==> config.mk <==
export PLATFORM = sky130hd
export DESIGN_NAME = fix_engine
export DESIGN_NICKNAME = d
export VERILOG_FILES = /design/src/fix_pkg.sv /design/src/fix_rx_parser.sv /design/src/fix_session.sv /design/src/fix_tx_composer.sv /design/src/fix_engine.sv
export VERILOG_INCLUDE_DIRS = /design/src
export SDC_FILE = /design/constraint.sdc
export NUM_CORES = 1
export LEC_CHECK = 0
export BUFFER_PORTS_ARGS = -buffer_cell sky130_fd_sc_hd__buf_2
export CORE_UTILIZATION = 51
export CTS_BUF_LIST = sky130_fd_sc_hd__clkbuf_4 sky130_fd_sc_hd__clkbuf_8
export DETAILED_ROUTE_END_ITERATION = 8
export PLACE_DENSITY = 0.76
export REMOVE_ABC_BUFFERS = 1
export SKIP_CTS_REPAIR_TIMING = 1
export SYNTH_ARGS = -nofsm -noshare
export SYNTH_HDL_FRONTEND = slang
export SYNTH_HIERARCHICAL = 1
export SYNTH_SLANG_ARGS = --single-unit
==> constraint.sdc <==
create_clock -name clk -period 5.75 [get_ports clk]
set_input_delay 0.8625 -clock clk [delete_from_list [all_inputs] [get_ports clk]]
set_output_delay 0.8625 -clock clk [all_outputs]
set_load 0.02 [all_outputs]
==> src/fix_cfg.svh <==
`ifndef FIX_CFG_SVH
`define FIX_CFG_SVH

// remote hosts sharing the link, one session unit each
`define FIX_NUM_HOST 4

// host id width, log2 of the host count
`define FIX_HOST_W 2

// idle clock cycles of an active session before it sends a heartbeat
`define FIX_HB_CYCLES 300

// field separator
`define FIX_SOH 8'h01

// ascii characters used by the parser and the composer
`define FIX_CHR_EQ 8'h3d
`define FIX_CHR_ZERO 8'h30

// tag numbers that the engine looks at
`define FIX_TAG_MSGTYPE 10'd35
`define FIX_TAG_CHECKSUM 10'd10

`endif

==> src/fix_pkg.sv <==
`default_nettype none

`include "fix_cfg.svh"

package fix_pkg;

	// message type, kept as the ascii character of tag 35
	typedef enum logic [7:0] {
		FIX_MT_HEARTBEAT = 8'h30,	// '0'
		FIX_MT_TEST_REQ  = 8'h31,	// '1'
		FIX_MT_LOGOUT    = 8'h35,	// '5'
		FIX_MT_LOGON     = 8'h41	// 'A'
	} fix_msg_type_e;

	// one finished incoming message, reported by the parser
	typedef struct packed {
		logic [`FIX_HOST_W-1:0] host;	// sender of the message
		fix_msg_type_e          msg_type;	// first value byte of tag 35
		logic                   chk_ok;	// tag 10 matched the byte sum
		logic                   type_seen;	// tag 35 was present
	} fix_rx_msg_t;

	// request of one session towards the composer
	typedef struct packed {
		logic          req;	// level, held until sent
		fix_msg_type_e msg_type;
		logic [11:0]   seq_bcd;	// three bcd digits, msd first
	} fix_tx_req_t;

endpackage

`default_nettype wire

==> src/fix_rx_parser.sv <==
`timescale 1ns/1ns
`default_nettype none

`include "fix_cfg.svh"

module fix_rx_parser
	import fix_pkg::*;
(
	input  wire logic                   clk,
	input  wire logic                   rst_n_i,
	input  wire logic                   rx_valid_i,
	input  wire logic [7:0]             rx_byte_i,
	input  wire logic [`FIX_HOST_W-1:0] rx_host_i,
	output logic                        msg_valid_o,
	output fix_rx_msg_t                 msg_o
);

	typedef enum logic {
		PS_TAG,
		PS_VAL
	} pstate_e;

	pstate_e                state_q;
	logic                   in_msg_q;	// a message has started
	logic [`FIX_HOST_W-1:0] host_q;
	logic [9:0]             tag_q;	// decimal tag number so far
	logic                   val_first_q;	// next value byte is the first one
	logic [7:0]             sum_q;	// running byte sum of the message
	logic [7:0]             pre_sum_q;	// sum before the current field
	logic [9:0]             chk_val_q;	// decimal value of tag 10
	fix_msg_type_e          type_q;
	logic                   type_seen_q;

	logic [7:0]             sum_cur;
	logic [7:0]             sum_nxt;
	logic                   is_soh;
	logic                   is_eq;
	logic                   msg_done;

	// a new message starts its sum from zero
	assign sum_cur  = in_msg_q ? sum_q : 8'h00;
	assign sum_nxt  = sum_cur + rx_byte_i;
	assign is_soh   = (rx_byte_i == `FIX_SOH);
	assign is_eq    = (rx_byte_i == `FIX_CHR_EQ);
	assign msg_done = rx_valid_i && (state_q == PS_VAL) && is_soh &&
		(tag_q == `FIX_TAG_CHECKSUM);

	always_ff @(posedge clk or negedge rst_n_i) begin
		if (!rst_n_i) begin
			state_q     <= PS_TAG;
			in_msg_q    <= 1'b0;
			host_q      <= '0;
			tag_q       <= '0;
			val_first_q <= 1'b0;
			sum_q       <= '0;
			pre_sum_q   <= '0;
			chk_val_q   <= '0;
			type_q      <= FIX_MT_HEARTBEAT;
			type_seen_q <= 1'b0;
			msg_valid_o <= 1'b0;
		end else begin
			msg_valid_o <= msg_done;
			if (rx_valid_i) begin
				sum_q    <= sum_nxt;
				in_msg_q <= 1'b1;
				if (!in_msg_q) begin
					host_q      <= rx_host_i;	// sampled with the first byte
					type_seen_q <= 1'b0;
					pre_sum_q   <= '0;
				end
				case (state_q)
					PS_TAG: begin
						if (is_eq) begin
							state_q     <= PS_VAL;
							val_first_q <= 1'b1;
							chk_val_q   <= '0;
						end else if (is_soh) begin
							tag_q     <= '0;	// empty field, skip it
							pre_sum_q <= sum_nxt;
						end else begin
							tag_q <= 10'(tag_q * 10 + rx_byte_i[3:0]);
						end
					end
					PS_VAL: begin
						val_first_q <= 1'b0;
						if (is_soh) begin
							state_q   <= PS_TAG;
							tag_q     <= '0;
							pre_sum_q <= sum_nxt;	// sum up to the next field start
							if (tag_q == `FIX_TAG_CHECKSUM)
								in_msg_q <= 1'b0;
						end else if (tag_q == `FIX_TAG_MSGTYPE && val_first_q) begin
							type_q      <= fix_msg_type_e'(rx_byte_i);
							type_seen_q <= 1'b1;
						end else if (tag_q == `FIX_TAG_CHECKSUM) begin
							chk_val_q <= 10'(chk_val_q * 10 + rx_byte_i[3:0]);
						end
					end
					default: state_q <= PS_TAG;
				endcase
			end
		end
	end

	// report registered on the closing soh
	always_ff @(posedge clk) begin
		if (msg_done) begin
			msg_o.host      <= host_q;
			msg_o.msg_type  <= type_q;
			msg_o.chk_ok    <= ({2'b00, pre_sum_q} == chk_val_q);
			msg_o.type_seen <= type_seen_q;
		end
	end

endmodule

`default_nettype wire

==> src/fix_session.sv <==
`timescale 1ns/1ns
`default_nettype none

`include "fix_cfg.svh"

module fix_session
	import fix_pkg::*;
(
	input  wire logic  clk,
	input  wire logic  rst_n_i,
	input  wire logic  rx_valid_i,	// already matched to this host
	input  wire fix_rx_msg_t rx_msg_i,
	input  wire logic  connect_i,
	input  wire logic  end_session_i,
	input  wire logic  sent_i,
	output fix_tx_req_t tx_req_o,
	output logic       active_o
);

	localparam int HB_W = $clog2(`FIX_HB_CYCLES + 1);

	typedef enum logic [1:0] {
		ST_IDLE,
		ST_AWAIT,	// logon sent and waiting for the peer logon
		ST_ACTIVE,
		ST_CLOSING	// logout queued until it is sent
	} sstate_e;

	sstate_e          state_q;
	sstate_e          state_d;
	logic [HB_W-1:0]  hb_cnt_q;
	logic             rx_hit;
	logic             trig;
	fix_msg_type_e    trig_type;
	logic             accept;

	function automatic logic [11:0] bcd_inc(input logic [11:0] v);
		logic [11:0] r;
		r = v;
		if (r[3:0] != 4'd9) begin
			r[3:0] = r[3:0] + 4'd1;
		end else begin
			r[3:0] = 4'd0;
			if (r[7:4] != 4'd9) begin
				r[7:4] = r[7:4] + 4'd1;
			end else begin
				r[7:4]  = 4'd0;
				r[11:8] = (r[11:8] == 4'd9) ? 4'd0 : r[11:8] + 4'd1;	// 999 wraps to 000
			end
		end
		return r;
	endfunction

	// bad checksum or missing type is dropped here
	assign rx_hit   = rx_valid_i && rx_msg_i.chk_ok && rx_msg_i.type_seen;
	assign active_o = (state_q == ST_ACTIVE);

	always_comb begin
		state_d   = state_q;
		trig      = 1'b0;
		trig_type = FIX_MT_HEARTBEAT;
		case (state_q)
			ST_IDLE: begin
				if (connect_i) begin
					trig      = 1'b1;
					trig_type = FIX_MT_LOGON;
					state_d   = ST_AWAIT;
				end
			end
			ST_AWAIT: begin
				if (rx_hit && rx_msg_i.msg_type == FIX_MT_LOGON)
					state_d = ST_ACTIVE;
			end
			ST_ACTIVE: begin
				if (end_session_i || (rx_hit && rx_msg_i.msg_type == FIX_MT_LOGOUT)) begin
					trig      = 1'b1;
					trig_type = FIX_MT_LOGOUT;
					state_d   = ST_CLOSING;
				end else if (rx_hit && rx_msg_i.msg_type == FIX_MT_TEST_REQ) begin
					trig = 1'b1;	// answer with a heartbeat
				end else if (hb_cnt_q == HB_W'(`FIX_HB_CYCLES)) begin
					trig = 1'b1;
				end
			end
			ST_CLOSING: begin
				if (sent_i && tx_req_o.msg_type == FIX_MT_LOGOUT) begin
					state_d = ST_IDLE;
				end else if (!tx_req_o.req) begin
					trig      = 1'b1;	// logout was dropped behind another request
					trig_type = FIX_MT_LOGOUT;
				end
			end
			default: state_d = ST_IDLE;
		endcase
	end

	// pending request blocks new ones except a logout over a heartbeat
	assign accept = trig && (!tx_req_o.req || sent_i ||
		(trig_type == FIX_MT_LOGOUT && tx_req_o.msg_type == FIX_MT_HEARTBEAT));

	always_ff @(posedge clk or negedge rst_n_i) begin
		if (!rst_n_i) begin
			state_q           <= ST_IDLE;
			hb_cnt_q          <= '0;
			tx_req_o.req      <= 1'b0;
			tx_req_o.msg_type <= FIX_MT_HEARTBEAT;
			tx_req_o.seq_bcd  <= 12'h001;
		end else begin
			state_q <= state_d;

			if (state_q != ST_ACTIVE || rx_hit || sent_i ||
				hb_cnt_q == HB_W'(`FIX_HB_CYCLES))
				hb_cnt_q <= '0;
			else
				hb_cnt_q <= hb_cnt_q + 1'b1;

			if (sent_i) begin
				tx_req_o.seq_bcd <= bcd_inc(tx_req_o.seq_bcd);
				tx_req_o.req     <= 1'b0;
			end
			if (accept) begin
				tx_req_o.req      <= 1'b1;
				tx_req_o.msg_type <= trig_type;
			end
		end
	end

endmodule

`default_nettype wire

==> src/fix_tx_composer.sv <==
`timescale 1ns/1ns
`default_nettype none

`include "fix_cfg.svh"

module fix_tx_composer
	import fix_pkg::*;
(
	input  wire logic                   clk,
	input  wire logic                   rst_n_i,
	input  wire fix_tx_req_t            req_i [`FIX_NUM_HOST],
	input  wire logic                   fifo_full_i,
	output logic                        sent_o [`FIX_NUM_HOST],
	output logic                        fifo_write_o,
	output logic [7:0]                  fifo_data_o,
	output logic [`FIX_HOST_W-1:0]      fifo_host_o,
	output logic                        msg_end_o
);

	localparam int HW       = `FIX_HOST_W;
	localparam int LAST_IDX = 18;	// 19 bytes per message
	localparam int SUM_IDX  = 11;	// checksum covers bytes 0 to 11

	logic           busy_q;
	logic [HW-1:0]  host_q;	// host being served
	logic [HW-1:0]  last_q;	// last host served
	fix_msg_type_e  type_q;
	logic [11:0]    seq_q;
	logic [4:0]     idx_q;
	logic [7:0]     sum_q;

	logic           grant_vld;
	logic [HW-1:0]  grant_id;
	logic [7:0]     byte_d;
	logic [3:0]     chk_hun;
	logic [3:0]     chk_ten;
	logic [3:0]     chk_one;

	// round robin starting after the last host served
	always_comb begin
		logic [HW-1:0] cand;
		grant_vld = 1'b0;
		grant_id  = last_q;
		for (int k = 1; k <= `FIX_NUM_HOST; k++) begin
			cand = HW'((int'(last_q) + k) % `FIX_NUM_HOST);
			if (!grant_vld && req_i[cand].req) begin
				grant_vld = 1'b1;
				grant_id  = cand;
			end
		end
	end

	assign chk_hun = 4'(sum_q / 8'd100);
	assign chk_ten = 4'((sum_q / 8'd10) % 8'd10);
	assign chk_one = 4'(sum_q % 8'd10);

	// "35=T" soh "34=DDD" soh "10=CCC" soh
	always_comb begin
		case (idx_q)
			5'd0:    byte_d = 8'h33;
			5'd1:    byte_d = 8'h35;
			5'd2:    byte_d = `FIX_CHR_EQ;
			5'd3:    byte_d = type_q;
			5'd4:    byte_d = `FIX_SOH;
			5'd5:    byte_d = 8'h33;
			5'd6:    byte_d = 8'h34;
			5'd7:    byte_d = `FIX_CHR_EQ;
			5'd8:    byte_d = {4'h3, seq_q[11:8]};
			5'd9:    byte_d = {4'h3, seq_q[7:4]};
			5'd10:   byte_d = {4'h3, seq_q[3:0]};
			5'd11:   byte_d = `FIX_SOH;
			5'd12:   byte_d = 8'h31;
			5'd13:   byte_d = 8'h30;
			5'd14:   byte_d = `FIX_CHR_EQ;
			5'd15:   byte_d = `FIX_CHR_ZERO + chk_hun;
			5'd16:   byte_d = `FIX_CHR_ZERO + chk_ten;
			5'd17:   byte_d = `FIX_CHR_ZERO + chk_one;
			default: byte_d = `FIX_SOH;
		endcase
	end

	assign fifo_write_o = busy_q && !fifo_full_i;	// full fifo holds the byte
	assign fifo_data_o  = byte_d;
	assign fifo_host_o  = host_q;
	assign msg_end_o    = fifo_write_o && (idx_q == 5'(LAST_IDX));

	always_comb begin
		for (int i = 0; i < `FIX_NUM_HOST; i++)
			sent_o[i] = msg_end_o && (host_q == HW'(i));
	end

	always_ff @(posedge clk or negedge rst_n_i) begin
		if (!rst_n_i) begin
			busy_q <= 1'b0;
			last_q <= HW'(`FIX_NUM_HOST - 1);	// host 0 goes first
			idx_q  <= '0;
			sum_q  <= '0;
		end else if (!busy_q) begin
			if (grant_vld) begin
				busy_q <= 1'b1;
				idx_q  <= '0;
				sum_q  <= '0;
			end
		end else if (fifo_write_o) begin
			idx_q <= idx_q + 1'b1;
			if (idx_q <= 5'(SUM_IDX))
				sum_q <= sum_q + byte_d;
			if (msg_end_o) begin
				busy_q <= 1'b0;
				last_q <= host_q;
			end
		end
	end

	// latched request fields
	always_ff @(posedge clk) begin
		if (!busy_q && grant_vld) begin
			host_q <= grant_id;
			type_q <= req_i[grant_id].msg_type;
			seq_q  <= req_i[grant_id].seq_bcd;
		end
	end

endmodule

`default_nettype wire

==> src/fix_engine.sv <==
`timescale 1ns/1ns
`default_nettype none

`include "fix_cfg.svh"

module fix_engine
	import fix_pkg::*;
(
	input  wire logic                    clk,
	input  wire logic                    rst_n_i,
	input  wire logic                    connect_i,	// from app
	input  wire logic [`FIX_HOST_W-1:0]  connect_host_i,
	input  wire logic                    end_session_i,	// from app
	input  wire logic [`FIX_HOST_W-1:0]  end_host_i,
	input  wire logic                    rx_valid_i,	// from link
	input  wire logic [7:0]              rx_byte_i,
	input  wire logic [`FIX_HOST_W-1:0]  rx_host_i,
	input  wire logic                    fifo_full_i,
	output logic                         fifo_write_o,	// to outgoing fifo
	output logic [7:0]                   fifo_data_o,
	output logic [`FIX_HOST_W-1:0]       fifo_host_o,
	output logic                         msg_end_o,
	output logic [`FIX_NUM_HOST-1:0]     session_active_o
);

	logic        rx_msg_valid;
	fix_rx_msg_t rx_msg;
	fix_tx_req_t tx_req [`FIX_NUM_HOST];
	logic        sent [`FIX_NUM_HOST];

	fix_rx_parser i_fix_rx_parser (
		.clk         (clk),
		.rst_n_i     (rst_n_i),
		.rx_valid_i  (rx_valid_i),
		.rx_byte_i   (rx_byte_i),
		.rx_host_i   (rx_host_i),
		.msg_valid_o (rx_msg_valid),
		.msg_o       (rx_msg)
	);

	for (genvar g = 0; g < `FIX_NUM_HOST; g++) begin : g_session
		logic conn_g;
		logic end_g;
		logic rx_g;

		// strobes steered to the session of their host
		assign conn_g = connect_i && (connect_host_i == `FIX_HOST_W'(g));
		assign end_g  = end_session_i && (end_host_i == `FIX_HOST_W'(g));
		assign rx_g   = rx_msg_valid && (rx_msg.host == `FIX_HOST_W'(g));

		fix_session i_fix_session (
			.clk           (clk),
			.rst_n_i       (rst_n_i),
			.rx_valid_i    (rx_g),
			.rx_msg_i      (rx_msg),
			.connect_i     (conn_g),
			.end_session_i (end_g),
			.sent_i        (sent[g]),
			.tx_req_o      (tx_req[g]),
			.active_o      (session_active_o[g])
		);
	end

	fix_tx_composer i_fix_tx_composer (
		.clk          (clk),
		.rst_n_i      (rst_n_i),
		.req_i        (tx_req),
		.fifo_full_i  (fifo_full_i),
		.sent_o       (sent),
		.fifo_write_o (fifo_write_o),
		.fifo_data_o  (fifo_data_o),
		.fifo_host_o  (fifo_host_o),
		.msg_end_o    (msg_end_o)
	);

endmodule

`default_nettype wire

Yosys cells after proc, flatten, opt, wreduce, memory -nomap -nowiden
Index checks and enable logic that the tools add are counted.
Storage, ports and cells
  register bits after elaboration: 229
  input bits: 20
Operators by class
  add/sub/neg operators: 28
  multiply operators: 2
  div/mod/pow operators: 4
  $lt $le $gt $ge: 6
  equality and inequality tests: 104
  mux-type cells: 153
  bitwise gates (word level): 16
  reduce and logical (&&, ||, !) cells: 127
Operators by type and width (count)
  $bmux 21 s2: 5
  $mux 21: 8
  $eq 8x6->1 const B: 15
  $pmux 8 s13: 1
  $mux 8: 12
  $pmux 8 s3: 4
  $mux 9: 8
  $mux 10: 7
  $logic_and 1x1->1: 58
  $add 4x1->4 const B: 12
  $mux 4: 12
  $mux 1: 46
  $mux 2: 20
  $mux 20: 2
  $pmux 10 s2: 2
  $add 9x1->9 const B: 4
  $eq 9x9->1 const B: 4
  $ne 2x2->1 const B: 18
  $eq 5x4->1 const B: 7
  $eq 2x2->1 const B: 16
  $ne 4x4->1 const B: 8
  $pmux 2 s4: 4
  $mux 7: 4
  $logic_or 1x1->1: 24
  other kinds (41): 139

Depth between registers and ports, before layout
  depth in word-level cells: 19
  depth in mapped cells: 28
  gate-level depth less buffers: 26

Cells and area by module
The synthesis kept the hierarchy.
By module, submodules not included
  fix_session (g_session[1].i_fix_session ...): instances 3, cells each 154, area an instance 1534.0 µm², seq. area each 703.2 µm²
  fix_tx_composer: instances 1, cells each 508, area an instance 4187.8 µm², seq. area each 1063.5 µm²
  fix_rx_parser: instances 1, cells each 308, area an instance 3679.8 µm², seq. area each 1639.1 µm²
  fix_session (g_session[0].i_fix_session): instances 1, cells each 155, area an instance 1552.7 µm², seq. area each 703.2 µm²
  fix_engine: instances 1, cells each 12, area an instance 112.6 µm², seq. area each 0.0 µm²

Worst setup path before layout
Ideal clock, no wire load.
  path kind: reg-to-reg
  start: register i_fix_tx_composer.sum_q[4]
  end: register i_fix_tx_composer.sum_q[7]
  library setup time: 134 ps
  arrival time: 5527 ps
  slack: 89 ps
  stages on the path, launching flop included: 26
  buffers on the path: 0
  cell sequence: dfrtp_1 -> inv_2 -> ha_1 -> nand2b_1 -> and4_1 -> o2111ai_1 -> nand4_1 -> a211oi_2 -> a21oi_4 -> ha_1 -> and3_1 -> and4_1 -> o311a_1 -> a211o_1 -> a21o_1 -> a211oi_1 -> ha_1 -> a21o_1 -> a21oi_1 -> nor2_1 -> nor2_1 -> o21bai_1 -> a21oi_1 -> xor2_1 -> o211ai_1 -> o31ai_1
Between the ends
  longest elaborated chain between the ends: 8
  elaborated cells on any way between the ends: 12
  those cells by class: 4 x add/sub; 4 x div; 4 x mux
RTL lines
  start: declaration: line fix_tx_composer.sv:30  | logic [7:0] sum_q;
  start signal: assignment: line fix_tx_composer.sv:107  | sum_q <= sum_q + byte_d;
  $div 8x4->8: line fix_tx_composer.sv:54  | assign chk_ten = 4'((sum_q / 8'd10) % 8'd10);
  $mod 8x4->8: line fix_tx_composer.sv:54
  $add 6x4->7 (no line)
  $pmux 8 s13 (*): line fix_tx_composer.sv:59  | case (idx_q)
  named net fifo_data_o[2]: line fix_engine.sv:20  | output logic [7:0] fifo_data_o,
  $add 8x8->8 (*): line fix_tx_composer.sv:107
  $mux 8 (*): line fix_tx_composer.sv:106  | if (idx_q <= 5'(SUM_IDX))
  $mux 8 (*): line fix_tx_composer.sv:104  | end else if (fifo_write_o) begin
  $mux 8 (*): line fix_tx_composer.sv:98  | end else if (!busy_q) begin
The timed path passes the listed nets; every way through them passes the cells marked *. The select of a mux whose other input is x is not followed.
A chain may end at the register's enable or synchronous reset.

Final worst setup path
  start: register i_fix_tx_composer.sum_q[3]
  end: output port fifo_data_o[1]
Between the ends
  longest elaborated chain between the ends: 4
  elaborated cells on any way between the ends: 8
  those cells by class: 3 x add/sub; 4 x div; 1 x mux
RTL lines (line)
  $div 8x4->8: fix_tx_composer.sv:54
  $mod 8x4->8: fix_tx_composer.sv:54
  $add 6x4->7 (no line)
  $pmux 8 s13 (*): fix_tx_composer.sv:59
  end: declaration: fix_engine.sv:20
Every way passes the cells marked *; elsewhere a longest branch is shown, timed or not.

==> flow_summary.ini <==
[run_status]
status = complete, no violations

[clock_network]
clock_latency_ns = 0.53
htreeDepth = 2
cts_buffers = 39
cts_tree = built
clkTransAtPathRegs_ns = 0.06
cts_num_sinks = 213
cts_buffer_depth = 3
root_buffer = clkbuf_8

[floorplanning]
io-pin-count = 36
die-area_um2 = 28390
core_area_um2 = 27100
dieHeight_um = 168.5
fp.dieW_um = 168.5
num_rows = 60
initial_core_util_pct = 52.16

[detailed_routing]
vias = 10890
drc = 0
ant_nets = 0
dr.pass1.iters = 5
vias_per_cell = 5.725
routedWlPerCell_um = 16.34
drtIter0Drc = 757
drt-total-wl_um = 31080

[global_routing]
grt.busiest_layer = met2
grt_pass1_vias = 10760
met1_usage_pct = 28.84
grt_max_degree = 68
grt_first_pass_wirelength_um = 51830
use_met2_pct = 38.52
grt_overflow = 0
gr-usage-met3_pct = 3.040
grt_usage_pct = 22.14
antenna_found_initial = 0

[job]
cap_violations = 0

[layout]
fill_cells = 2244
syn2layout_area_growth_pct = 11.12
postLayoutCoreUtil_pct = 57.95
fin_nets = 1619
layout-drive-gt1-share_pct = 17.39
num_antenna_cells = 0
stdcell_count = 1902

[synthesis]
synth_seq_cells = 213
syn_area_um2 = 14130
synthCells = 1445
yosys.area.top_type = dfrtp_1
ys_types = 104
ys_top_cells_by_area = dfrtp_1, ha_1, edfxtp_1
synthTopCellsByCount = dfrtp_1, nor2_1, nand2_1, ha_1, a21oi_1
yosys_warnings = 6
synth_edf_count = 34
yosysMostFrequentCell = dfrtp_1
synth_top_area_share_pct = 29.57
synthFlopType = dfrtp_1
ys_seq_area_share_pct = 39.02
synth_area_per_cell_um2 = 9.782
async_flop_share_pct = 84.04

[sta]
max_freq_ghz = 0.1793
relSlewSlack_pct = 26.11
final-setup-viol-count = 0
final.period_utilization_pct = 96.99
report.final.slew_viol_count = 0
timing.final.hold_violations = 0
min_period_ns = 5.577
tightest_slew_ns = 1.108
fin_worst_skew_ns = 0.02419

[critical_path]
path_class = flip-flop to primary output
cp-start-kind = flip-flop
crit_start = i_fix_tx_composer/sum_q[3]$_DFFE_PN0P_
worst_setup_path_end_kind = primary output
arrival_ns = 4.71
cp.required_ns = 4.89
path_max_fanout = 6
r2r_start = i_fix_tx_composer/sum_q[3]$_DFFE_PN0P_
ff2ff_setup_slack_ns = 0.19

[pwr]
internal-power_w = 0.004582
swShare_pct = 43.36
power_w = 0.008089
pwr-share-clk_pct = 18.9
power.net_switching_w = 0.003508
seqPwrFrac_pct = 26.2
ir_drop_mv = 0.3431
power_density_nw_per_um2 = 515.0
combPwrFrac_pct = 54.9
p_leak_nw = 7.046

[placement]
port_buffers = 35
gp_congestion = 0.8622
hpwl_um = 22460
placed_cells = 1827

[min_path]
min_path_type = input port to asynchronous set/reset pin
-- final cells by class --
| cell class | instances | area, um2 | area share [%] |
|---|---|---|---|
| multi-input combinational | 1114 | 8203 | 52.23 |
| sequential | 213 | 5515 | 35.12 |
| clock buffer | 55 | 688.2 | 4.381 |
| tap | 372 | 465.4 | 2.963 |
| timing repair buffer | 70 | 444.2 | 2.828 |
| inverter | 66 | 247.7 | 1.577 |
| clock inverter | 12 | 142.6 | 0.9082 |
-- final timing paths --
| path | end | cells after the start |
|---|---|---|
| max | fifo_data_o[1] | 18 |
| min | i_fix_tx_composer/sum_q[5]$_DFFE_PN0P_ | 1 |
| max reg2reg | i_fix_tx_composer/sum_q[7]$_DFFE_PN0P_ | 27 |
| min reg2reg | i_fix_rx_parser/msg_o[11]$_DFFE_PP_ | 0 |
| max in group asynchronous | i_fix_rx_parser/tag_q[4]$_DFFE_PN0P_ | 2 |
| min in group clk | i_fix_rx_parser/msg_o[11]$_DFFE_PP_ | 0 |
-- per-stage QoR --
stage | cell area [um2] | setup WS (ns) | hold slack, ns | setup TNS [ns]
finish | 15710 | 0.1730 | 0.2944 | 0
floorplan | 13850 | -0.3409 | 0.4194 | -0.4369
CTS | 15550 | -0.03417 | 0.3035 | -0.03417
detailed placement | 14720 | 0.006208 | 0.4335 | 0
global placement | 14720 | 0.1227 | 0.4312 | 0
global route | 15710 | -0.06066 | 0.3245 | -0.08054
-- power groups by stage --
stage                     logic, W  registers [W]  clock network, W
after floorplan            0.00310        0.00216                 0
after global placement     0.00411        0.00212                 0
after detailed placement   0.00421        0.00214                 0
after CTS                  0.00423        0.00211           0.00157
after global routing       0.00488        0.00216           0.00164
final                      0.00444        0.00212           0.00153
-- worst max-delay path, stage by stage, from the launching register on --
cell and delay, ns:
dfrtp_1 0.41, inv_2 0.13, buf_4 0.14, ha_2 0.21
nor2_1 0.06, and4_2 0.27, o2111ai_2 0.19, nand4_1 0.22
a211oi_4 0.38, a21oi_4 0.12, ha_1 0.22, and3_1 0.14
and4_1 0.18, o311a_1 0.33, a211o_1 0.35, or4_1 0.43
nand3_2 0.11, buf_4 0.11, buf_2 0.16
-- logic make-up after synthesis --
logic type	count (synthesis)	share of synthesized area [%]
flip-flops	213	39.02
adder cells (fa/ha/maj)	95	8.728
multiplexers	47	3.523
XOR/XNOR	100	6.391
AND/OR/NAND/NOR	510	20.52
buffers and inverters	126	4.010
other	4	0.1062
AO/OA/AOI/OAI	350	17.70
-- per-layer routing --
layer  up-vias  share of wire (%)
li1       5334                  -
met4         0                1.8
met1      5286                 46
met2       228                 49
met3        40                3.7
met5         -                  0
-- state kept, by name (all words and copies together) (netlist names), 2 cells and up --
register and flops:
i_fix_tx_composer/last_q 2, g_session.i_fix_session/tx_req_o 68, i_fix_tx_composer/seq_q 12, i_fix_rx_parser/msg_o 12, i_fix_tx_composer/sum_q 8, g_session.i_fix_session/state_q 8
i_fix_tx_composer/type_q 8, i_fix_rx_parser/type_q 8, i_fix_rx_parser/host_q 2, i_fix_rx_parser/tag_q 10, i_fix_rx_parser/sum_q 8, i_fix_rx_parser/chk_val_q 10
i_fix_tx_composer/fifo_host_o 2, i_fix_rx_parser/pre_sum_q 8, g_session.i_fix_session/hb_cnt_q 36, i_fix_tx_composer/idx_q 5
-- placed cells by master (no fill, tap or decap), types with 10 or more instances in the layout --
cell        n
clkbuf_8   44
nor2b_1    51
edfxtp_1   34
nor3b_1    12
buf_2      34
o21ai_0    66
clkbuf_4   11
and3_1     10
nor3_1     23
a22o_1     24
a21oi_1    69
conb_1     12
a211oi_1   26
ha_1       87
nor2_1    114
nand4_1    21
dfstp_2    12
xor2_1     42
nand3_1    50
and2_1     17
a21o_1     32
inv_1      61
mux2_2     17
nand2b_1   13
mux2i_1    25
o31ai_1    12
dfrtp_1   167
nand2_1   102
buf_4      35
xnor2_1    56
Power figures use the tool's default switching activity.
